`config.mk`:
```
export PLATFORM = sky130hd
export DESIGN_NAME = neoPixelRegisters
export DESIGN_NICKNAME = d
export VERILOG_FILES = /design/src/neoPixelPkg.sv /design/src/pixelRam.sv /design/src/neoPixelRegisters.sv
export SDC_FILE = /design/constraint.sdc
export NUM_CORES = 1
export LEC_CHECK = 0
export ABC_CLOCK_PERIOD_IN_PS = 3000
export BUFFER_PORTS_ARGS = -buffer_cell sky130_fd_sc_hd__buf_2
export CORE_AREA = 2 2 333 335
export DETAILED_ROUTE_END_ITERATION = 8
export DIE_AREA = 0 0 335 337
export PLACE_DENSITY = 0.87
export SYNTH_ARGS = -nofsm -noshare
export SYNTH_HDL_FRONTEND = slang
export SYNTH_HIERARCHICAL = 1
export SYNTH_SLANG_ARGS = --single-unit
```
`constraint.sdc`:
```
create_clock -name busClk -period 3 [get_ports busClk]
set_input_delay 0.15 -clock busClk [delete_from_list [all_inputs] [get_ports busClk]]
set_output_delay 0.15 -clock busClk [all_outputs]
set_load 0.1 [all_outputs]
```
`src/neoPixelPkg.sv`:
```
`default_nettype none

package neoPixelPkg;

  localparam int ADDR_BITS = 18;
  localparam int DATA_BITS = 8;
  localparam int MAX_BITS  = 13; // frame length register, counts bytes from 0
  localparam int SIZE_BITS = 14;

  // the two top address bits select what a bus access talks to
  typedef enum logic [1:0] {
    VIRT_REGION  = 2'd0,
    DELTA_REGION = 2'd1,
    RAW_REGION   = 2'd2,
    REG_REGION   = 2'd3
  } regionE;

  localparam logic [3:0] REG_MAX_LO    = 4'd0;
  localparam logic [3:0] REG_MAX_HI    = 4'd1;
  localparam logic [3:0] REG_CTRL      = 4'd2;
  localparam logic [3:0] REG_STATE     = 4'd3;
  localparam logic [3:0] REG_WIDTH_LO  = 4'd5;
  localparam logic [3:0] REG_WIDTH_HI  = 4'd6;
  localparam logic [3:0] REG_HEIGHT_LO = 4'd7;
  localparam logic [3:0] REG_HEIGHT_HI = 4'd8;

  // bit positions inside the control register
  localparam int CTRL_INIT  = 0;
  localparam int CTRL_LIMIT = 1;
  localparam int CTRL_RUN   = 2;
  localparam int CTRL_LOOP  = 3;
  localparam int CTRL_32BIT = 4;

  // one delta table word, read as a plain byte index in 8-bit mode or as a
  // pixel index with a channel field in 32-bit mode
  typedef union packed {
    logic [15:0] flat;
    struct packed {
      logic [13:0] pixel;
      logic [1:0]  channel; // overwritten by the low address bits of the access
    } chan32;
  } deltaEntryU;

endpackage

`default_nettype wire

```
`src/pixelRam.sv`:
```
`timescale 1ns/1ns
`default_nettype none

module pixelRam #(
  parameter  int DEPTH_END = 63,
  parameter  int WIDTH     = 8,
  localparam int IX_BITS   = $clog2(DEPTH_END + 1)
)(
  input  logic               busClk,
  input  logic               wr,
  input  logic [IX_BITS-1:0] wAddr,
  input  logic [WIDTH-1:0]   dIn,
  input  logic [IX_BITS-1:0] rAddr,
  output logic [WIDTH-1:0]   dOut
);

  logic [WIDTH-1:0] mem [0:DEPTH_END];

  // read is registered so the RAM maps onto a pipelined block RAM
  always_ff @(posedge busClk) begin
    if (wr) begin
      mem[wAddr] <= dIn;
    end
    dOut <= mem[rAddr];
  end

  // writers must stay inside the buffer they were sized for
  assert property (@(posedge busClk) wr |-> (wAddr <= IX_BITS'(DEPTH_END)));

endmodule

`default_nettype wire

```
`src/neoPixelRegisters.sv`:
```
`timescale 1ns/1ns
`default_nettype none

module neoPixelRegisters #(
  parameter  int BUFFER_END   = 63,
  parameter  int VIRTUAL_END  = 63,
  localparam int BUFFER_BITS  = $clog2(BUFFER_END + 1),
  localparam int VIRTUAL_BITS = $clog2(VIRTUAL_END + 1)
)(
  input  logic                              busClk,
  input  logic                              rstN,
  input  logic [neoPixelPkg::ADDR_BITS-1:0] busAddr,
  input  logic [neoPixelPkg::DATA_BITS-1:0] busDataIn,
  input  logic                              busWrite,
  input  logic                              busRead,
  output logic [neoPixelPkg::DATA_BITS-1:0] busDataOut,
  output logic                              busReady,
  input  logic [BUFFER_BITS-1:0]            pixelIx,
  output logic [neoPixelPkg::DATA_BITS-1:0] pixelByte,
  input  logic                              streamSyncOf,
  input  logic                              syncStart,
  input  logic                              state,
  input  logic                              initSlowDone,
  output logic [neoPixelPkg::MAX_BITS-1:0]  regMax,
  output logic                              regCtrlLimit,
  output logic                              regCtrlRun,
  output logic                              initSlow
);

  logic                               regCtrlInit;
  logic                               regCtrlLoop;
  logic                               regCtrl32bit;
  logic [neoPixelPkg::SIZE_BITS-1:0]  regWidth;  // stored for software only
  logic [neoPixelPkg::SIZE_BITS-1:0]  regHeight;
  neoPixelPkg::regionE                region;
  logic                               virtStart;
  logic [2:0]                         virtState;
  logic [VIRTUAL_BITS-1:0]            virtIx;
  logic [1:0]                         virtChan;
  logic [neoPixelPkg::DATA_BITS-1:0]  virtData;
  logic                               rawWr;
  logic [BUFFER_BITS-1:0]             rawWAddr;
  logic [neoPixelPkg::DATA_BITS-1:0]  rawWData;
  logic                               deltaWr;
  logic [VIRTUAL_BITS-1:0]            deltaWAddr;
  logic [15:0]                        deltaWData;
  logic [7:0]                         deltaLo;
  logic [15:0]                        deltaDOut;
  neoPixelPkg::deltaEntryU            mappedEntry;
  logic [neoPixelPkg::DATA_BITS-1:0]  ctrlByte;

  assign region    = neoPixelPkg::regionE'(busAddr[neoPixelPkg::ADDR_BITS-1 -: 2]);
  assign virtStart = busWrite && (region == neoPixelPkg::VIRT_REGION) && (virtState == 3'd0);

  // frame buffer, second port belongs to the streamer
  pixelRam #(
    .DEPTH_END(BUFFER_END),
    .WIDTH(8)
  ) rawRam (
    .busClk(busClk),
    .wr(rawWr),
    .wAddr(rawWAddr),
    .dIn(rawWData),
    .rAddr(pixelIx),
    .dOut(pixelByte)
  );

  pixelRam #(
    .DEPTH_END(VIRTUAL_END),
    .WIDTH(16)
  ) deltaRam (
    .busClk(busClk),
    .wr(deltaWr),
    .wAddr(deltaWAddr),
    .dIn(deltaWData),
    .rAddr(virtIx),
    .dOut(deltaDOut)
  );

  // in 32-bit mode the stored channel is replaced by the one the master addressed
  always_comb begin
    mappedEntry.flat = deltaDOut;
    if (regCtrl32bit) begin
      mappedEntry.chan32.channel = virtChan;
    end
  end

  always_comb begin
    ctrlByte = '0;
    ctrlByte[neoPixelPkg::CTRL_INIT]  = regCtrlInit;
    ctrlByte[neoPixelPkg::CTRL_LIMIT] = regCtrlLimit;
    ctrlByte[neoPixelPkg::CTRL_RUN]   = regCtrlRun;
    ctrlByte[neoPixelPkg::CTRL_LOOP]  = regCtrlLoop;
    ctrlByte[neoPixelPkg::CTRL_32BIT] = regCtrl32bit;
  end

  always_ff @(posedge busClk or negedge rstN) begin
    if (!rstN) begin
      busReady     <= 1'b1;
      virtState    <= 3'd0;
      rawWr        <= 1'b0;
      deltaWr      <= 1'b0;
      regMax       <= '0;
      regWidth     <= '0;
      regHeight    <= '0;
      regCtrlInit  <= 1'b0;
      regCtrlLimit <= 1'b0;
      regCtrlRun   <= 1'b0;
      regCtrlLoop  <= 1'b0;
      regCtrl32bit <= 1'b0;
      initSlow     <= 1'b0;
    end else begin
      rawWr   <= busWrite && (region == neoPixelPkg::RAW_REGION);
      deltaWr <= busWrite && (region == neoPixelPkg::DELTA_REGION) && busAddr[0]; // high byte

      // stages 1-3 wait on the delta read, 4 writes, 5 lets it land, 6 frees the bus
      if (virtStart) begin
        busReady  <= 1'b0;
        virtState <= 3'd1;
      end else if (virtState != 3'd0) begin
        virtState <= (virtState == 3'd6) ? 3'd0 : virtState + 3'd1;
        if (virtState == 3'd4) begin
          rawWr <= 1'b1;
        end
        if (virtState == 3'd6) begin
          busReady <= 1'b1;
        end
      end

      if (streamSyncOf) begin
        regCtrlRun <= regCtrlLoop;
      end
      if (syncStart) begin
        regCtrlRun <= 1'b1;
      end
      if (regCtrlInit) begin
        regCtrlLimit <= 1'b0;
        regCtrlRun   <= 1'b0;
        regCtrlLoop  <= 1'b0;
        regCtrl32bit <= 1'b0;
        initSlow     <= 1'b1;
      end
      if (initSlowDone) begin
        regCtrlInit <= 1'b0;
        initSlow    <= 1'b0;
      end

      if (busWrite && (region == neoPixelPkg::REG_REGION)) begin
        case (busAddr[3:0])
          neoPixelPkg::REG_MAX_LO: regMax[7:0] <= busDataIn;
          neoPixelPkg::REG_MAX_HI:
            regMax[neoPixelPkg::MAX_BITS-1:8] <= busDataIn[neoPixelPkg::MAX_BITS-9:0];
          neoPixelPkg::REG_CTRL: begin
            regCtrlInit  <= busDataIn[neoPixelPkg::CTRL_INIT];
            regCtrlLimit <= busDataIn[neoPixelPkg::CTRL_LIMIT];
            regCtrlRun   <= busDataIn[neoPixelPkg::CTRL_RUN];
            regCtrlLoop  <= busDataIn[neoPixelPkg::CTRL_LOOP];
            regCtrl32bit <= busDataIn[neoPixelPkg::CTRL_32BIT];
          end
          neoPixelPkg::REG_WIDTH_LO: regWidth[7:0] <= busDataIn;
          neoPixelPkg::REG_WIDTH_HI:
            regWidth[neoPixelPkg::SIZE_BITS-1:8] <= busDataIn[neoPixelPkg::SIZE_BITS-9:0];
          neoPixelPkg::REG_HEIGHT_LO: regHeight[7:0] <= busDataIn;
          neoPixelPkg::REG_HEIGHT_HI:
            regHeight[neoPixelPkg::SIZE_BITS-1:8] <= busDataIn[neoPixelPkg::SIZE_BITS-9:0];
          default: ;
        endcase
      end
    end
  end

  always_ff @(posedge busClk) begin
    if (virtStart) begin
      virtIx   <= regCtrl32bit ? busAddr[VIRTUAL_BITS+1:2] : busAddr[VIRTUAL_BITS-1:0];
      virtChan <= busAddr[1:0];
      virtData <= busDataIn;
    end

    if (busWrite && (region == neoPixelPkg::RAW_REGION)) begin
      rawWAddr <= busAddr[BUFFER_BITS-1:0];
      rawWData <= busDataIn;
    end else if (virtState == 3'd4) begin
      rawWAddr <= mappedEntry.flat[BUFFER_BITS-1:0];
      rawWData <= virtData;
    end

    // a delta entry is committed when its high byte arrives
    if (busWrite && (region == neoPixelPkg::DELTA_REGION)) begin
      if (!busAddr[0]) begin
        deltaLo <= busDataIn;
      end else begin
        deltaWAddr <= busAddr[VIRTUAL_BITS:1];
        deltaWData <= {busDataIn, deltaLo};
      end
    end

    if (busRead) begin
      if (region != neoPixelPkg::REG_REGION) begin
        busDataOut <= 8'hFF; // buffers have no read path
      end else begin
        case (busAddr[3:0])
          neoPixelPkg::REG_MAX_LO:    busDataOut <= regMax[7:0];
          neoPixelPkg::REG_MAX_HI:    busDataOut <= 8'(regMax[neoPixelPkg::MAX_BITS-1:8]);
          neoPixelPkg::REG_CTRL:      busDataOut <= ctrlByte;
          neoPixelPkg::REG_STATE:     busDataOut <= {7'd0, state};
          neoPixelPkg::REG_WIDTH_LO:  busDataOut <= regWidth[7:0];
          neoPixelPkg::REG_WIDTH_HI:  busDataOut <= 8'(regWidth[neoPixelPkg::SIZE_BITS-1:8]);
          neoPixelPkg::REG_HEIGHT_LO: busDataOut <= regHeight[7:0];
          neoPixelPkg::REG_HEIGHT_HI: busDataOut <= 8'(regHeight[neoPixelPkg::SIZE_BITS-1:8]);
          default:                    busDataOut <= 8'h00;
        endcase
      end
    end
  end

  // the master only sees busReady, so it must track the sequencer exactly
  assert property (@(posedge busClk) disable iff (!rstN) busReady == (virtState == 3'd0));

  // the streamer may only finish an init that this block asked for
  assert property (@(posedge busClk) disable iff (!rstN) initSlowDone |-> initSlow);

endmodule

`default_nettype wire

```
=== Yosys cells after proc, flatten, opt, wreduce, memory -nomap -nowiden ===
Memories as Yosys holds them, arrays and structs flattened. A register that Yosys moved wholly into a read port is not among the register bits.
Index checks and enable logic that the tools add are counted.

* Multiplexer cells: 39
* Bitwise operators: 1
* Add/sub/neg operators: 1
* Reductions and logical operators: 23
* Equality and inequality tests: 13

{| class="wikitable"
|+ Operator list
! operator !! count
|-
| $pmux W8 S8 || 1
|-
| $mux W1 || 29
|-
| $mux W6 || 3
|-
| $reduce_and A2 Y1 || 9
|-
| $mux W8 || 2
|-
| $eq A4 B3 Y1 const B || 3
|-
| $mux W3 || 3
|-
| $eq A4 B2 Y1 const B || 2
|-
| $reduce_bool A2 Y1 || 4
|-
| $eq A3 B3 Y1 const B || 2
|-
| $logic_and A1 B1 Y1 || 6
|-
| $eq A2 B2 Y1 const B || 2
|-
| $eq A4 B1 Y1 const B || 1
|-
| $eq A4 B4 Y1 const B || 1
|-
| $logic_not A4 Y1 || 1
|-
| $add A3 B1 Y3 const B || 1
|-
| $logic_not A3 Y1 || 1
|-
| $reduce_bool A3 Y1 || 1
|-
| $eq A2 B1 Y1 const B || 1
|-
| $logic_not A2 Y1 || 1
|-
| $mux W2 || 1
|-
| $ne A2 B2 Y1 const B || 1
|-
| $not A1 Y1 || 1
|}

* Flip-flop bits (word level): 121
* Bits of input ports: 40
* Memory bits (writable): 1536
* Memories kept: 2

{| class="wikitable"
|+ Memories
! memory !! words !! bits a word !! read ports !! clocked after memory_dff !! wr ports !! RTL line !! source
|-
| deltaRam.mem || 64 || 16 || 1 || 1 || 1 || pixelRam.sv:17 || <nowiki>logic [WIDTH-1:0] mem [0:DEPTH_END];</nowiki>
|-
| rawRam.mem || 64 || 8 || 1 || 1 || 1 || pixelRam.sv:17 ||
|}

=== Depth between registers and ports, before layout ===
* Word-level depth: 5
* Gate-level depth with buffers: 10

=== By module ===
The synthesis kept the hierarchy.

{| class="wikitable"
|+ Modules (own cells, without submodules)
! module !! times used !! cells an instance !! area each (µm²)
|-
| pixelRam at deltaRam || 1 || 1829 || 40042.2
|-
| pixelRam at rawRam || 1 || 940 || 20166.8
|-
| neoPixelRegisters || 1 || 307 || 4963.5
|}

=== Worst setup path after synthesis ===
No wires, ideal clock.

* Path type: register -> register
* From: reg deltaWAddr[3]
* To: mem deltaRam.mem[48][0] (enable)
* Data required time: 2.591 ns
* Path slack: 0.613 ns
* Arrival: 1.978 ns
* Cell stages (with the launch flop): 5
* Cells stage by stage: edfxtp_1 > clkbuf_1 > nor2b_1 > nand4b_1 > nor3_1

{| class="wikitable"
|+ RTL lines
! item !! RTL line !! source
|-
| start, declared || neoPixelRegisters.sv:45 || <nowiki>logic [VIRTUAL_BITS-1:0] deltaWAddr;</nowiki>
|-
| start signal, assigned || neoPixelRegisters.sv:192 || <nowiki>deltaWAddr <= busAddr[VIRTUAL_BITS:1];</nowiki>
|-
| end, declared || pixelRam.sv:17 ||
|}

Straight into the memory's write port.

==> metrics.md <==
| Metric | Value |
|---|---|
| Status | finished, final reports clean |
| Die X | 335 um |
| Worst-Skew Late Latency | 0.66 ns |
| Hold Vio Cnt, Final | 0 |
| Max Clock Skew | 0.02515 ns |
| Final HPWL DP | 52860 um |
| Worst r2r path cells | 6 |
| Routed Antenna Nets | 0 |
| Syn_area_per_cell | 19.76 um2 |
| Mapped cell area | 40540 um2 |
| Fmax achieved | 402.7 MHz |
| DIE AREA | 112900 um2 |
| Layout cells sized above 1 | 0.2827 |
| LEAKAGE | 0.01471 uW |
| Area delta synth->final | 12.52% |
| WS Path Type | flip-flop to flip-flop |
| Crit path required time | 3.50 ns |
| DRC violations left | 0 |
| Buffers added on ports | 64 |
| Cts hold-fix bufs | 22 |
| Num CTS Buffers | 93 |
| Number of global-route vias before repair | 20997 |
| Cells after synthesis | 2052 |
| Worst Setup Start Kind | flip-flop |
| Max-slew violations | 0 |
| DR vias | 20659 |
| Worst hold path type | primary input to flip-flop |
| Tcrit/Tclk final | 0.8278 |
| Critical Path Fanout Max | 46 |
| Postcts setup bufs | 0 |
| Commonest non-fill, non-tap cell in the layout | edfxtp_1 |
| Worst slew pin tran | 1.098 ns |
| Gr usage total | 0.1528 |
| Placed instance area | 42470 um2 |
| Root Driver | clkbuf_16 |
| Drt total wl | 87790 um |
| Row count | 122 |
| H-tree depth | 3 |
| I/O pin count | 73 |
| Die Span Y | 337 um |
| DR iter-0 viols | 2943 |
| Mapped Nets | 2092 |
| Cell Pwr Density | 656.0 nW/um2 |
| Longest Clk Path Bufs | 3 |
| Cell area after layout | 45620 um2 |
| GPL Wtd Cong | 0.8134 |
| Core area | 109600 um2 |
| Final worst path period need | 2.483 ns |
| Starting density of the core | 0.3699 |
| Max_slew headroom | 0.2678 |
| Final nets | 2218 |
| Worst-path clk slew | 0.06 ns |
| Global-route wire length before repair | 131600 um |
| DRT Pass-1 Iters | 5 |
| Cts repair resizes | 0 |
| Number of synthesis warnings | 6 |
| Final hold slack | 0.07008 ns |
| Most frequent cells in the layout | edfxtp_1 (952), mux4_2 (210), nor2_1 (162) |
| RSZ-0062 raised after global routing | no |
| Final non-filler cell total | 3685 |
| Setup crit end kind | flip-flop |
| Setup-failing EPs final | 0 |
| Critical Path AT | 2.99 ns |
| Max IR drop VDD | 0.4406 mV |
| Congestion Overflow GR | 0 |
| Placed insts | 3487 |
| Largest net degree at the start of global routing | 65 |
| Total power draw | 29930 uW |
| Clk sinks | 1019 |
| Setup Total Neg Slack | 0 ns |
| Hold depth | 1 |
| CTS tree | built |
| Fillcell total | 9075 |
| MaxCap Viol Count | 0 |
| Vias per cell | 5.606 |
| Initial antenna violation count | 4 |
| Wire per inst | 23.82 um |
==> power by group <==
group          internal [uW]  switching (uW)  total [uW]
logic                    715            1530        2250
clock network           6340            5060       11400
registers              16000             277       16300
total                  23100            6870       29900
==> worst max-delay path, cell delays in order (launching register included) <==
cell and delay [ns]:
edfxtp_1 0.46, buf_12 0.36, mux4_2 0.57, mux2i_1 0.22
a22oi_1 0.19, a31oi_1 0.40, a311oi_1 0.09
==> worst paths after layout <==
check | start | end | slack, ns
max | virtIx[0] | deltaRam/dOut[1] | 0.52
min in group asynchronous | rstN | regMax[0] | 0.31
max in group asynchronous | rstN | initSlow | 1.92
min | busAddr[3] | deltaWAddr[2] | 0.07
min reg2reg | deltaLo[5] | deltaWData[5] | 0.43
max reg2reg | virtIx[0] | deltaRam/dOut[1] | 0.52
==> state kept, by name, indices dropped and copies added, names as in the netlist, 2 cells and up <==
signal / count
rawWData: 8
deltaWData: 6
busDataOut: 8
deltaRam/mem: 384
virtState: 3
virtChan: 2
regMax: 13
rawWAddr: 6
rawRam/dOut: 8
deltaRam/dOut: 6
rawRam/mem: 512
regWidth: 14
virtIx: 6
deltaLo: 6
regHeight: 14
deltaWAddr: 6
virtData: 8
==> per-layer routing <==
layer	share of wire	track usage	vias to the layer above
li1	-	-	8524
met1	0.37	0.1987	10666
met2	0.50	0.2547	1248
met3	0.098	0.03422	215
met4	0.031	0.05066	6
met5	0.00047	0	-
==> final cells by class <==
| class | count | area (um2) | share of cell area |
|---|---|---|---|
| Multi-Input combinational cell | 860 | 9194 | 0.2015 |
| Clock buffer | 116 | 2486 | 0.05449 |
| Inverter | 3 | 11.26 | 0.0002468 |
| Timing Repair Buffer | 201 | 1505 | 0.03299 |
| Antenna cell | 2 | 5.005 | 0.0001097 |
| Clock inverter | 58 | 440.4 | 0.009654 |
| Sequential cell | 1019 | 30200 | 0.6619 |
| Tap cell | 1426 | 1784 | 0.03911 |
==> stage by stage <==
stage / setup WS [ns] / util
4_1_cts: 0.5101 / 0.4162
5_1_grt: 0.3736 / 0.4162
3_5_place_dp: 0.4502 / 0.3875
3_3_place_gp: 0.5191 / 0.3875
2_1_floorplan: 1.001 / -
6_report: 0.5167 / 0.4163
Power figures use the tool's default switching activity.
