### src/neoPixelPkg.sv
`default_nettype none

package neoPixelPkg;

  localparam int ADDR_BITS = 18;
  localparam int DATA_BITS = 8;
  localparam int MAX_BITS  = 13; // frame length register, counts bytes from 0
  localparam int SIZE_BITS = 14;

  // the two top address bits select what a bus access talks to
  typedef enum logic [1:0] {
    VIRT_REGION  = 2'd0,
    DELTA_REGION = 2'd1,
    RAW_REGION   = 2'd2,
    REG_REGION   = 2'd3
  } regionE;

  localparam logic [3:0] REG_MAX_LO    = 4'd0;
  localparam logic [3:0] REG_MAX_HI    = 4'd1;
  localparam logic [3:0] REG_CTRL      = 4'd2;
  localparam logic [3:0] REG_STATE     = 4'd3;
  localparam logic [3:0] REG_WIDTH_LO  = 4'd5;
  localparam logic [3:0] REG_WIDTH_HI  = 4'd6;
  localparam logic [3:0] REG_HEIGHT_LO = 4'd7;
  localparam logic [3:0] REG_HEIGHT_HI = 4'd8;

  // bit positions inside the control register
  localparam int CTRL_INIT  = 0;
  localparam int CTRL_LIMIT = 1;
  localparam int CTRL_RUN   = 2;
  localparam int CTRL_LOOP  = 3;
  localparam int CTRL_32BIT = 4;

  // one delta table word, read as a plain byte index in 8-bit mode or as a
  // pixel index with a channel field in 32-bit mode
  typedef union packed {
    logic [15:0] flat;
    struct packed {
      logic [13:0] pixel;
      logic [1:0]  channel; // overwritten by the low address bits of the access
    } chan32;
  } deltaEntryU;

endpackage

`default_nettype wire

### src/pixelStreamer.sv
`timescale 1ns/1ns
`default_nettype none

module pixelStreamer #(
  parameter  int BUFFER_END   = 63,
  parameter  int BIT_CYCLES   = 25,
  parameter  int T0H_CYCLES   = 8,
  parameter  int T1H_CYCLES   = 16,
  parameter  int RESET_CYCLES = 1000,
  localparam int BUFFER_BITS  = $clog2(BUFFER_END + 1)
)(
  input  logic                              busClk,
  input  logic                              rstN,
  input  logic [neoPixelPkg::MAX_BITS-1:0]  regMax,
  input  logic                              regCtrlLimit,
  input  logic                              regCtrlRun,
  input  logic                              initSlow,
  output logic [BUFFER_BITS-1:0]            pixelIx,
  input  logic [neoPixelPkg::DATA_BITS-1:0] pixelByte,
  output logic                              streamSyncOf,
  output logic                              state,
  output logic                              initSlowDone,
  output logic                              pixelOut
);

  localparam int MAX_W    = neoPixelPkg::MAX_BITS;
  localparam int CNT_BITS = $clog2(BIT_CYCLES + 1);
  localparam int GAP_BITS = $clog2(RESET_CYCLES + 1);

  localparam logic [1:0] IDLE  = 2'd0;
  localparam logic [1:0] FETCH = 2'd1;
  localparam logic [1:0] SHIFT = 2'd2;
  localparam logic [1:0] LATCH = 2'd3;

  logic [1:0]                        fsm;
  logic [CNT_BITS-1:0]               bitCnt;
  logic [2:0]                        bitIx;
  logic [GAP_BITS-1:0]               gapCnt;
  logic [neoPixelPkg::DATA_BITS-1:0] shiftReg;
  logic                              lastByte; // byte in shiftReg closes the frame
  logic                              initMode;
  logic [MAX_W-1:0]                  frameEnd;
  logic                              bitEnd;
  logic                              byteEnd;
  logic                              loadByte;
  logic                              lineHigh;

  assign frameEnd = regCtrlLimit ? regMax : BUFFER_END[MAX_W-1:0];
  assign bitEnd   = (bitCnt == CNT_BITS'(BIT_CYCLES - 1));
  assign byteEnd  = (fsm == SHIFT) && bitEnd && (bitIx == 3'd0);
  assign loadByte = (fsm == FETCH) || (byteEnd && !lastByte && !initSlow);
  assign lineHigh = (fsm == SHIFT) &&
                    (bitCnt < (shiftReg[7] ? CNT_BITS'(T1H_CYCLES) : CNT_BITS'(T0H_CYCLES)));
  assign state    = (fsm != IDLE);

  always_ff @(posedge busClk or negedge rstN) begin
    if (!rstN) begin
      fsm          <= IDLE;
      bitCnt       <= '0;
      bitIx        <= 3'd7;
      gapCnt       <= '0;
      pixelIx      <= '0;
      lastByte     <= 1'b0;
      initMode     <= 1'b0;
      streamSyncOf <= 1'b0;
      initSlowDone <= 1'b0;
      pixelOut     <= 1'b0;
    end else begin
      streamSyncOf <= 1'b0;
      initSlowDone <= 1'b0;
      pixelOut     <= lineHigh;
      case (fsm)
        IDLE: begin
          // the pulse guards stop a request that is being cleared from restarting
          if (initSlow && !initSlowDone) begin
            initMode <= 1'b1;
            gapCnt   <= '0;
            fsm      <= LATCH;
          end else if (regCtrlRun && !streamSyncOf) begin
            fsm <= FETCH;
          end
        end
        FETCH: begin
          bitCnt <= '0;
          bitIx  <= 3'd7;
          fsm    <= SHIFT;
        end
        SHIFT: begin
          bitCnt <= bitEnd ? '0 : bitCnt + 1'b1;
          if (bitEnd) begin
            bitIx <= bitIx - 3'd1;
            if (initSlow || (bitIx == 3'd0 && lastByte)) begin
              initMode <= initSlow; // init cuts the frame at a bit boundary
              gapCnt   <= '0;
              pixelIx  <= '0;
              fsm      <= LATCH;
            end
          end
        end
        LATCH: begin
          gapCnt <= gapCnt + 1'b1;
          if (gapCnt == GAP_BITS'(RESET_CYCLES - 1)) begin
            streamSyncOf <= !initMode;
            initSlowDone <= initMode;
            initMode     <= 1'b0;
            fsm          <= IDLE;
          end
        end
        default: fsm <= IDLE;
      endcase

      // the next byte is already on its way while this one shifts out
      if (loadByte) begin
        lastByte <= (MAX_W'(pixelIx) == frameEnd);
        pixelIx  <= pixelIx + 1'b1;
      end
    end
  end

  always_ff @(posedge busClk) begin
    if (loadByte) begin
      shiftReg <= pixelByte;
    end else if ((fsm == SHIFT) && bitEnd) begin
      shiftReg <= {shiftReg[6:0], 1'b0}; // MSB goes out first
    end
  end

  assert property (@(posedge busClk) disable iff (!rstN) streamSyncOf |=> !streamSyncOf);
  assert property (@(posedge busClk) disable iff (!rstN) initSlowDone |=> !initSlowDone);
  assert property (@(posedge busClk) disable iff (!rstN) bitCnt < CNT_BITS'(BIT_CYCLES));

endmodule

`default_nettype wire

### config.mk
export PLATFORM = sky130hd
export DESIGN_NAME = pixelStreamer
export DESIGN_NICKNAME = d
export VERILOG_FILES = /design/src/neoPixelPkg.sv /design/src/pixelStreamer.sv
export SDC_FILE = /design/constraint.sdc
export NUM_CORES = 1
export LEC_CHECK = 0
export ABC_AREA = 0
export BUFFER_PORTS_ARGS = -buffer_cell sky130_fd_sc_hd__buf_2
export CAP_MARGIN = 5
export CORE_MARGIN = 4
export CORE_UTILIZATION = 45
export CTS_BUF_LIST = sky130_fd_sc_hd__clkbuf_8 sky130_fd_sc_hd__clkbuf_16
export CTS_CLUSTER_DIAMETER = 120
export DETAILED_ROUTE_END_ITERATION = 10
export GPL_ROUTABILITY_DRIVEN = 0
export PLACE_DENSITY = 0.69
export SETUP_SLACK_MARGIN = 0.2
export SLEW_MARGIN = 20
export SYNTH_ARGS = -nofsm -noshare
export SYNTH_HDL_FRONTEND = slang
export SYNTH_SLANG_ARGS = --single-unit
### constraint.sdc
create_clock -name busClk -period 4.6 [get_ports busClk]
set_input_delay 0.46 -clock busClk [delete_from_list [all_inputs] [get_ports busClk]]
set_output_delay 0.46 -clock busClk [all_outputs]
set_load 0.1 [all_outputs]
[After elaboration in Yosys (flattened, before gate mapping)]
Cells that the tools add are included.
Widths: inputs -> output; s select.
Word-level totals
  register bits after elaboration: 39
  input port bits: 26
  output and inout port bits: 10
  logic and storage cells: 87
Operators by class
  add/sub/neg operators: 4
  $lt $le $gt $ge: 1
  equality and inequality tests: 11
  multiplexer cells: 31
  reduce and logical (&&, ||, !) cells: 29
Operator list (count)
  $mux 10: 3
  $pmux 10 s3: 1
  $mux 6: 4
  $mux 8: 2
  $eq 6x13->1: 1
  $mux 13: 1
  $reduce_bool 2->1: 6
  $add 10x1->10 const B: 1
  $eq 10x10->1 const B: 1
  $mux 2: 5
  $mux 5: 2
  $pmux 5 s2: 1
  $logic_and 1x1->1: 8
  $mux 1: 8
  $pmux 2 s4: 1
  $reduce_and 4->1: 2
  $add 6x1->6 const B: 1
  $ne 2x2->1 const B: 3
  $pmux 3 s2: 1
  $add 5x1->5 const B: 1
  $eq 5x5->1 const B: 1
  $logic_not 1->1: 5
  $lt 5x5->1: 1
  $reduce_and 5->1: 1
  13 further kinds: 15

[Longest topological paths before layout]
Gate-level depths: netlist of the first run.
  depth in word-level cells: 8
  mapped depth: 8

[Worst setup path after synthesis of the first run]
No wires, ideal clock.
  path kind: register to register
  from: reg pixelIx[0]
  to: reg pixelIx[4]
  setup time: 0.120 ns
  arrival time: 1.795 ns
  setup slack: 2.685 ns
  cell stages (with the launch flop): 5
  buffers on the path: 0
  period minus slack after synthesis: 1.915 ns
  path through: dfrtp_1 > ha_1 > nand3_1 > a22o_1 > a21o_1
Between the ends
  word-level cells in the longest chain between the ends: 2
RTL lines
  start: declaration: line pixelStreamer.sv:18  | output logic [BUFFER_BITS-1:0] pixelIx,
  start signal: assignment: line pixelStreamer.sv:115  | pixelIx <= pixelIx + 1'b1;
  $add 6x1->6: line pixelStreamer.sv:115
  $mux 6: line pixelStreamer.sv:113  | if (loadByte) begin
No other way between the ends.
A chain may end at the register's enable or synchronous reset.

[Final worst setup path of the first run]
  from: reg fsm[0]
  to: reg gapCnt[8]
Between the ends
  word-level cells in the longest chain between the ends: 3
RTL lines
  start: declaration: line pixelStreamer.sv:35  | logic [1:0] fsm;
  start signal: assignment: line pixelStreamer.sv:58  | fsm <= IDLE;
  start signal: assignment: line pixelStreamer.sv:78  | fsm <= LATCH;
  start signal: assignment: line pixelStreamer.sv:80  | fsm <= FETCH;
  $eq 2x2->1 / $logic_not 2->1 (equally long branches): line pixelStreamer.sv:72  | case (fsm)
  $ne 2x1->1 (no line) (tied with other cells)
  $reduce_and 4->1 (no line)
  end signal: assignment: line pixelStreamer.sv:101  | gapCnt <= gapCnt + 1'b1;
  end: declaration: line pixelStreamer.sv:38  | logic [GAP_BITS-1:0] gapCnt;
Several ways; a longest one is shown, not always the timed one.

==> metrics.md, run 1 <==
| Metric | Value |
|---|---|
| Power share of the clock group | `a little over a third` |
| Worst slew pin tran | `just over 900 ps` |
| R2R depth | `6` |
| Setup TNS | `0 ps` |
| Slew Viols, Final | `0` |
| Fin crit period | `2250 ps` |
| Port Buf Inserts | `35` |
| Syn_area_per_cell | `about 9.7 um^2` |
| Post-synth top area cell | `dfrtp_1` |
| Largest net degree at the start of global routing | `32` |
| Post_cts resized | `0` |
| Hold WS | `227 ps` |
| CTS sink count | `39` |
| Non-filler cells, final | `340` |
| Drt pass-1 iters | `4` |
| Primary FF master, synth | `dfrtp_1` |
| Vias in the first global route | `roughly 1800` |
| WL/cell | `about 15 um` |
| Global-route wire length before repair | `around 8.4 mm` |
| Die Y | `79.5 um` |
| #FFs+latches synth | `39` |
| Critical Path Start Type | `flop` |
| Ant diodes | `0` |
| Post-synth ARST share | `between 70% and 80%` |
| TritonCTS Buffers | `5` |
| Sw Share | `a little over a fifth` |
| Worst Setup SP | `fsm[0]` |
| Crit Path Category | `flop to flop` |
| Drt total wl | `4.93 mm` |
| Slowest library cell on the worst path | `a22oi_2` |
| Critical path required time | `4820 ps` |
| Worst vdd ir | `0.143 mV` |
| CP peak stage delay | `just under 500 ps` |
| Post-route clock period utilization | `slightly below 50%` |
| Static Leak | `0.00122 uW` |
| Initial Utilization | `roughly 47%` |
| Post-CTS Hold Fix Bufs | `0` |
| Pwr per Cell Area | `228 nW/um^2` |
| Die Area | `about 6300 um^2` |
| Multi-input logic area | `1180 um^2` |
| Final Hold Fails | `0` |
| Slew headroom | `between 30 and 40%` |
| Area share of the largest cell type after synthesis | `a little under a third` |
| Post-CTS setup buffer count | `0` |
| WP buf/inv | `1` |
| Clock buffer depth | `2` |
| Gate Count Post-Synth | `238` |
| Share of cells above drive strength 1 | `between 10% and 20%` |
| Reg2reg start | `fsm[0]` |
| H-tree levels | `2` |
| Number of synthesized flops with an enable pin | `8` |
| MaxCap Viol Count | `0` |
| Final setup margin | `about 2400 ps` |
| DR iter-0 viols | `90` |
| Top cells by area in the synthesized netlist | `dfrtp_1 30%, edfxtp_1 10%, nand2_1 6.8%` |
| Post-synthesis sequential area ratio | `between 40% and 50%` |
| Critical path depth | `6` |
| Run status | `complete, no violations` |
| Skew-Pair Late Insertion Delay | `roughly 290 ps` |
| Drt via density | `roughly 5.6` |
| Commonest cells post-synth | `42 x nand2_1, 28 x dfrtp_1, 17 x nand3_1` |
| Combinational power share | `under 10%` |
| Power share of the sequential group | `around three fifths` |
| Core region area | `4850 um^2` |
| CP cell instances | `inv_1, ha_1, nor2b_1, a22oi_2, and3_1, a32o_1` |
| Worst setup path endpoint | `gapCnt[8]` |
| Final setup fails | `0` |
| Crit. End Element | `flop` |
| Clk root buf | `clkbuf_8` |
| Switching pwr | `roughly 130 uW` |
| ANT nets after route | `0` |
| Crit path arrival time | `~2500 ps` |
| DRC viols | `0` |
| GRT Total Usage | `between 15 and 20%` |
| Yosys warns | `0` |
| Cells after DPL | `about 330` |
| Initial antenna violation count | `0` |
| Reg2Reg Setup Slack | `~2400 ps` |
| Top Ports | `36` |
| RSZ-0062 raised after global routing | `false` |
| Post-DP HPWL | `between 3 and 4 mm` |
| Clock Skew | `approximately 9.5 ps` |
| Worst reg2reg endpoint | `gapCnt[8]` |
| Int Power | `around 460 uW` |
| Worst min path class | `primary input to async pin` |
| Syn nets | `around 280` |
| Die width | `~80 um` |
| DR vias | `~1900` |
| Final layout net count | `just over 300` |
| Remaining global-route overflow | `0` |
| P&R area growth vs syn | `12.6%` |
| Fmax achieved | `about 450 MHz` |
| Delay-heaviest family, CP | `compound AO/OA/AOI/OAI gates` |
| Post-synthesis instance area | `about 2300 um^2` |
| Rows | `25` |
| Fill cells | `roughly 460` |
| Crit path max fanout | `14` |
| CTS tree | `yes` |
| Worst slack, placed | `about 2400 ps` |
| Synth cell types | `54` |
| Cell with the most instances after synthesis | `nand2_1` |
| Sequential Area | `a little over 1000 um^2` |
| Clk pin slew, worst setup/hold paths | `80 ps` |
| Pwr Total | `roughly 590 uW` |
## cells by family after synthesis
logic type | count (synthesis) | synth area share [%]
AOI/OAI and AO/OA | 53 | 18.6
adders and majority gates | 11 | 5.98
buffers and inverters | 23 | 4.56
and+or+nand+nor | 102 | 22.3
muxes | 6 | 2.66
xor gates and xnor gates | 4 | 1.52
DFF | 39 | 44.3
## metrics by stage
step | util, % | area [um^2]
2_1_floorplan | - | 2300
3_3_place_gp | 51.8 | 2510
3_5_place_dp | 51.8 | 2510
4_1_cts | 53.5 | 2590
5_1_grt | 53.5 | 2590
6_report | 53.5 | 2590
## how the worst min path moves through the flow
stage,start,endpoint,slack [ps],cells after the start
after floorplan,rstN,bitCnt[0],160,0
after global placement,initMode,streamSyncOf,450,1
after detailed placement,initMode,streamSyncOf,450,1
after CTS,rstN,pixelIx[2],250,1
after global routing,rstN,bitCnt[3],280,1
final,rstN,bitCnt[3],230,1
## area by class of cell
type / instances / share of cell area (%)
Timing Repair Buffer: 35 / 6.76
Clock inverter: 3 / 0.434
Inverter: 15 / 2.17
Sequential cell: 39 / 39.3
Multi-Input combinational cell: 176 / 45.4
Clock buffer: 5 / 2.65
Tap cell: 67 / 3.23
## state kept, by name, summed over array words and instances (netlist names)
signal and count:
lastByte 1, pixelIx 6, initSlowDone 1, fsm 2
bitCnt 5, pixelOut 1, shiftReg 8, gapCnt 10
streamSyncOf 1, bitIx 3, initMode 1
## power groups by stage
stage,registers (uW),clock network (uW),logic (uW)
2_1_floorplan,359,0,5.51
3_3_place_gp,359,0,24.5
3_5_place_dp,359,0,25.6
4_1_cts,352,224,25.8
5_1_grt,352,239,28.9
6_report,352,215,25.1
## placed cells by master (no fill, tap or decap), types with 3 or more instances in the layout
master / instances
nand2_1: 42
buf_2: 35
dfrtp_1: 28
nand3_1: 17
inv_1: 16
ha_1: 11
nor2_1: 10
o21ai_0: 8
edfxtp_1: 8
a22o_1: 7
nor3_1: 6
and3_1: 6
o31ai_1: 6
mux2i_1: 5
clkbuf_8: 5
nand2b_1: 4
a21oi_1: 4
xor2_1: 4
a31oi_1: 3
dfstp_2: 3
## per-layer routing
| layer | up-vias | share of wire [%] | GRT usage (%) | wire, um |
|---|---|---|---|---|
| met4 | 0 | 1.4 | 6.70 | 70 |
| li1 | 943 | - | - | - |
| met5 | - | 0 | 0 | 0 |
| met1 | 911 | 47 | 21.6 | 2330 |
| met2 | 37 | 47 | 27.9 | 2340 |
| met3 | 5 | 3.9 | 2.93 | 192 |
(Power assumes the default switching activity.)
==> run 2: changes to the inputs <==
Clock period 4.6 ns to 2.1 ns, I/O delays scaled along.
==> run 2 against run 1 <==
  * Worst setup slack got worse by 2100 ps
  * Sequential power up 120%
  * Wire length up 0.41%
  * Fmax increased by 24%
  * Design area rose by 5.4%
  * Combinational power is 120% higher
  * Sequential cell count unchanged
  * Clock power is 130% higher
  * Register-to-register slack lost 2100 ps
  * Largest power group unchanged
  * Highest routed layer unchanged
==> metrics.md, run 2 (synthesis gave the netlist of run 1 again) <==
| Metric | Value |
|---|---|
| P&R area growth vs syn | `18.6%` |
| Ant diodes | `0 (unchanged)` |
| MaxCap Viol Count | `0 (unchanged)` |
| DRC viols | `0 (unchanged)` |
| Crit path arrival time | `2030 ps (-440 ps)` |
| CTS sink count | `39 (unchanged)` |
| Port Buf Inserts | `35 (unchanged)` |
| Combinational power share | `4.2% (about the same)` |
| Crit. End Element | `flop` |
| WL/cell | `14.1 um (-2.5%)` |
| Clk root buf | `clkbuf_8` |
| Die Y | `79.5 um (unchanged)` |
| Final setup margin | `292 ps (-2060 ps)` |
| Largest registers | `gapCnt: 10 flops, shiftReg: 8 flops, pixelIx: 6 flops` |
| Clock Skew | `10.3 ps (+0.798 ps)` |
| Routed length on met1 | `2.35 mm (+0.73%)` |
| Power share of the sequential group | `58.1% (-1.4 points)` |
| Clock buffer depth | `2 (unchanged)` |
| Final Hold Fails | `0 (unchanged)` |
| Largest net degree at the start of global routing | `32 (unchanged)` |
| Top Ports | `36 (unchanged)` |
| Worst hold path stage count | `3` |
| Worst slew pin tran | `735 ps (-178 ps)` |
| Fmax achieved | `553 MHz (+24%)` |
| Critical Path Start Type | `flop` |
| Core region area | `4850 um^2 (unchanged)` |
| Global-route wire length before repair | `8.09 mm (-3.4%)` |
| Sw Share | `22.9% (+1.3 points)` |
| Cell area after placement | `2560 um^2 (+1.9%)` |
| Drt via density | `5.51 (-1.3%)` |
| Worst slack, placed | `87.2 ps (-2290 ps)` |
| Worst min path class | `primary input to flop` |
| Initial Utilization | `47.5% (unchanged)` |
| Share of cells above drive strength 1 | `26.5% (+7.1 points)` |
| Drt total wl | `4.95 mm (+0.41%)` |
| GRT Total Usage | `16.4% (-0.40 points)` |
| DR iter-0 viols | `112 (+24%)` |
| Commonest non-fill, non-tap cell in the layout | `nand2_1` |
| ANT nets after route | `0 (unchanged)` |
| Routed wl met2 | `2.33 mm (-0.56%)` |
| TritonCTS Buffers | `5 (unchanged)` |
| Die width | `79.5 um (unchanged)` |
| Final setup fails | `0 (unchanged)` |
| Met3 WL | `200 um (+4.2%)` |
| Largest reg by FF count | `gapCnt` |
| DR vias | `1927 (+1.6%)` |
| CTS tree | `yes` |
| Fin crit period | `1810 ps (-438 ps)` |
| Top sig layer | `met4` |
| Remaining global-route overflow | `0 (unchanged)` |
| Post-route cell area | `2730 um^2 (+5.4%)` |
| RSZ-0062 raised after global routing | `true` |
| Switching pwr | `304 uW (+140%)` |
| Post-route clock period utilization | `86.1% (+37 points)` |
| Rows | `25 (unchanged)` |
| Slew headroom | `51.0% (+12 points)` |
| Static Leak | `0.00125 uW (+2.8%)` |
| Final layout net count | `319 (+3.2%)` |
| R2R depth | `6 (unchanged)` |
| Pwr per Cell Area | `486 nW/um^2 (+110%)` |
| Drt pass-1 iters | `4 (unchanged)` |
| Post-DP HPWL | `3.54 mm (-2.1%)` |
| H-tree levels | `2 (unchanged)` |
| Crit Path Category | `flop to flop` |
| Most frequent cells in the layout | `41 x nand2_1, 35 x buf_2, 26 x dfrtp_1, 17 x nand3_1, 16 x inv_1` |
| Power share of the clock group | `37.7% (+1.4 points)` |
| Number of flip-flops in the largest register | `10 (unchanged)` |
| Initial antenna violation count | `0 (unchanged)` |
| Clk pin slew, worst setup/hold paths | `80 ps (about the same)` |
| Run status | `complete, no violations` |
| Critical path required time | `2320 ps (-2500 ps)` |
| Slew Viols, Final | `0 (unchanged)` |
| Skew-Pair Late Insertion Delay | `300 ps (about the same)` |
| Crit path max fanout | `5 (-9)` |
| Worst vdd ir | `0.307 mV (+110%)` |
| Vias in the first global route | `1759 (-3.6%)` |
| Setup TNS | `0 ps (unchanged)` |
| Die Area | `6320 um^2 (unchanged)` |
| Int Power | `1020 uW (+120%)` |
-- run 2: changes by cell type in the layout (fill, tap and decap cells not counted), moves of 2 or more --
cell | previous run | this run
ha_1 | 11 | 8
buf_4 | 0 | 9
dfrtp_2 | 0 | 2
clkinv_1 | 2 | 0
ha_2 | 0 | 2
dfrtp_1 | 28 | 26
-- run 2: worst max-delay path: stages, from the launching register on --
cell      delay, ps
dfstp_2         530
inv_1            70
ha_1            220
nor2b_4         150
o211ai_1        380
o2bb2a_2        270
mux2i_1         130
-- run 2: worst paths after layout --
| path | slack [ps] | to | start |
|---|---|---|---|
| worst max-delay path | 290 | pixelIx[3] | bitIx[0] |
| worst min register to register | 460 | streamSyncOf | initMode |
| min in group asynchronous | 520 | pixelIx[2] | rstN |
| worst max register to register | 290 | pixelIx[3] | bitIx[0] |
| worst min-delay path | 180 | shiftReg[1] | pixelByte[1] |
| max in group asynchronous | 1070 | pixelIx[0] | rstN |
-- run 2: cell type report --
type / instances / area [um^2]
Timing Repair Buffer: 45 / 253
Clock buffer: 5 / 68.8
Fill cell: 425 / 2120
Tap cell: 67 / 83.8
Multi-Input combinational cell: 176 / 1230
Clock inverter: 3 / 16.3
Inverter: 15 / 56.3
Sequential cell: 39 / 1020
-- run 2: repair_timing --
item / CTS / global route
setup buffers: 0 / 3
gates resized for setup: 2 / 11
pin swaps: 0 / 2
hold buffers: 1 / 0
endpoints found under the setup margin: 5 / 25
hold endpoints to repair: 13 / 0
-- run 2: power groups by stage --
stage	registers [uW]	logic (uW)	clock network, uW
2_1_floorplan	786	12.1	0
3_3_place_gp	786	55.0	0
3_5_place_dp	786	55.4	0
4_1_cts	771	56.8	510
5_1_grt	771	63.5	530
6_report	771	55.8	500
-- run 2: through the flow --
step	total power (uW)	util, %	hold slack [ps]	instances
2_1_floorplan	798	-	-85.6	238
3_3_place_gp	841	52.8	311	338
3_5_place_dp	842	52.8	314	338
4_1_cts	1340	54.8	177	347
5_1_grt	1360	56.3	187	350
6_report	1330	56.3	179	350
-- run 2: per-layer routing --
| metal | GRT usage, % | vias up |
|---|---|---|
| met5 | 0 | - |
| met4 | 6.19 | 0 |
| met3 | 3.27 | 7 |
| met2 | 27.2 | 38 |
| met1 | 21.0 | 920 |
| li1 | - | 962 |
==> run 3: changes to the inputs <==
Settings changed: CELL_PAD_IN_SITES_DETAIL_PLACEMENT set to 0, CELL_PAD_IN_SITES_GLOBAL_PLACEMENT set to 1, CORE_UTILIZATION 45 to 43, PLACE_DENSITY 0.69 to 0.82.
==> run 3 against run 2 <==
  * Register-to-register slack worse by 20 ps
  * Core utilization down 2.5 points
  * Wire length up 0.36%
  * Via count up 2.7%
  * Critical path depth up 1
  * Clock power down 3%
  * Highest routed layer unchanged
==> metrics.md, run 3 (synthesis gave the netlist of run 1 again) <==
| Metric | Value |
|---|---|
| Run status | `complete, no violations` |
| Hold endpoint | `shiftReg[1]` |
| Setup TNS | `0 ps (unchanged)` |
| Die Y | `81.2 um (+2.1%)` |
| Hold WS | `182 ps (+3.32 ps)` |
| Largest reg by FF count | `gapCnt` |
| Initial antenna violation count | `0 (unchanged)` |
| Commonest non-fill, non-tap cell in the layout | `nand2_1` |
| WL/cell | `13.8 um (-2.4%)` |
| RSZ-0062 raised after global routing | `true` |
| Rows | `26 (+4.0%)` |
| Worst reg2reg endpoint | `gapCnt[0]` |
| Final Hold Fails | `0 (unchanged)` |
| Worst slew pin tran | `734 ps (-1.24 ps)` |
| Skew-Pair Late Insertion Delay | `290 ps (about the same)` |
| Final setup fails | `0 (unchanged)` |
| DR vias | `1979 (+2.7%)` |
| Clock buffer depth | `2 (unchanged)` |
| Cells after DPL | `346 (+2.4%)` |
| Ant diodes | `0 (unchanged)` |
| Critical path required time | `2290 ps (-30 ps)` |
| Most frequent cells in the layout | `41 x nand2_1, 35 x buf_2, 26 x dfrtp_1, 17 x nand3_1, 16 x buf_4` |
| Post-DP HPWL | `3.58 mm (+1.2%)` |
| HP Start | `pixelByte[1]` |
| Die Area | `6590 um^2 (+4.2%)` |
| CTS sink count | `39 (unchanged)` |
| Clk pin slew, worst setup/hold paths | `80 ps (about the same)` |
| Crit path arrival time | `2010 ps (-20 ps)` |
| Critical Path Start Type | `flop` |
| Top Ports | `36 (unchanged)` |
| ANT nets after route | `0 (unchanged)` |
| Clock Skew | `10.7 ps (+0.473 ps)` |
| CTS tree | `yes` |
| Remaining global-route overflow | `0 (unchanged)` |
| Worst min path class | `primary input to flop` |
| Global-route wire length before repair | `8.42 mm (+4.1%)` |
| Slew headroom | `51.1% (+0.082 points)` |
| H-tree levels | `2 (unchanged)` |
| Fin crit period | `1820 ps (+17.0 ps)` |
| Pwr per Cell Area | `475 nW/um^2 (-2.2%)` |
| Slew Viols, Final | `0 (unchanged)` |
| MaxCap Viol Count | `0 (unchanged)` |
| Fmax achieved | `548 MHz (-0.93%)` |
| Initial Utilization | `44.8% (-2.7 points)` |
| Clk root buf | `clkbuf_8` |
| Share of cells above drive strength 1 | `27.9% (+1.4 points)` |
| Reg2reg start | `bitCnt[1]` |
| DR iter-0 viols | `124 (+11%)` |
| Non-filler cells, final | `360 (+2.9%)` |
| Post-route clock period utilization | `86.9% (+0.81 points)` |
| Number of flip-flops in the largest register | `10 (unchanged)` |
| Fill cells | `491 (+16%)` |
| Crit path max fanout | `7 (+2)` |
| Largest registers | `gapCnt: 10 flops, shiftReg: 8 flops, pixelIx: 6 flops` |
| Crit. End Element | `flop` |
| Vias in the first global route | `1869 (+6.3%)` |
| Die width | `81.2 um (+2.1%)` |
| Final layout net count | `326 (+2.2%)` |
| Largest net degree at the start of global routing | `32 (unchanged)` |
| DRC viols | `0 (unchanged)` |
| Port Buf Inserts | `35 (unchanged)` |
| Worst vdd ir | `0.214 mV (-30%)` |
| Crit Path Category | `flop to flop` |
| GRT Total Usage | `16.6% (+0.21 points)` |
| Reg2Reg Setup Slack | `280 ps (-20 ps)` |
| R2R depth | `7 (+1)` |
| Drt via density | `5.50 (-0.15%)` |
| Core region area | `5140 um^2 (+6.0%)` |
| Drt total wl | `4.97 mm (+0.36%)` |
| Worst hold path stage count | `3 (unchanged)` |
| P&R area growth vs syn | `20.1%` |
| Static Leak | `0.00130 uW (+3.5%)` |
| Drt pass-1 iters | `4 (unchanged)` |
| TritonCTS Buffers | `5 (unchanged)` |
==> run 3: cell types whose count changed in the layout (fill, tap and decap cells not counted), sizes merged <==
cell	delta
buf	+7
inv	+1
clkinvlp	-1
==> run 3: area by class of cell <==
class,count,area [um^2],share of cell area (%)
clock inverters,3,12.5,0.452
multi-input cells,176,1210,43.8
clock buffers,5,68.8,2.49
inverters,15,56.3,2.04
repair buffers,52,305,11.0
well taps,70,87.6,3.17
flip-flops and latches,39,1020,37.0
==> run 3: metrics by stage <==
stage	instance area (um^2)	util [%]	setup slack, ps	total power [uW]
after global placement	2600	50.6	248	841
after CTS	2700	52.4	207	1330
after floorplan	2300	-	206	798
final	2770	53.8	275	1310
after detailed placement	2600	50.6	221	842
after global routing	2770	53.8	157	1380
==> run 3: worst max-delay path by stage <==
stage | start | to | cells after the start
2_1_floorplan | initSlowDone | gapCnt[9] | 5
3_3_place_gp | fsm[0] | gapCnt[0] | 7
3_5_place_dp | bitCnt[0] | gapCnt[0] | 7
4_1_cts | bitCnt[0] | gapCnt[0] | 7
5_1_grt | bitCnt[0] | gapCnt[0] | 7
6_report | bitCnt[1] | gapCnt[0] | 7
==> run 3: repair_timing <==
action	4_1_cts	5_1_grt
endpoints found under the setup margin	1	27
setup buffers	0	5
pin swaps	0	4
gates resized for setup	1	11
gates cloned	0	0
endpoints found under the hold margin	5	0
hold buffers	1	0
==> run 3: critical path, cell delays in order (launching register included) <==
cell and delay, ps:
dfrtp_1 380, inv_1 110, ha_4 140, nand4b_1 190, a22oi_2 390, buf_4 200
nand2_4 60, mux2_4 250
==> run 3: report_power, final <==
group	internal, uW	switching (uW)
combinational	25.1	30.3
sequential	770	0.930
clock	224	264
==> run 3: metal layers <==
metal / vias up / GRT usage, % / part of all wire, %
met5: - / 0 / 0
met1: 947 / 21.5 / 47
met2: 49 / 26.2 / 47
li1: 979 / - / -
met3: 4 / 4.77 / 5.1
met4: 0 / 6.42 / 0.72
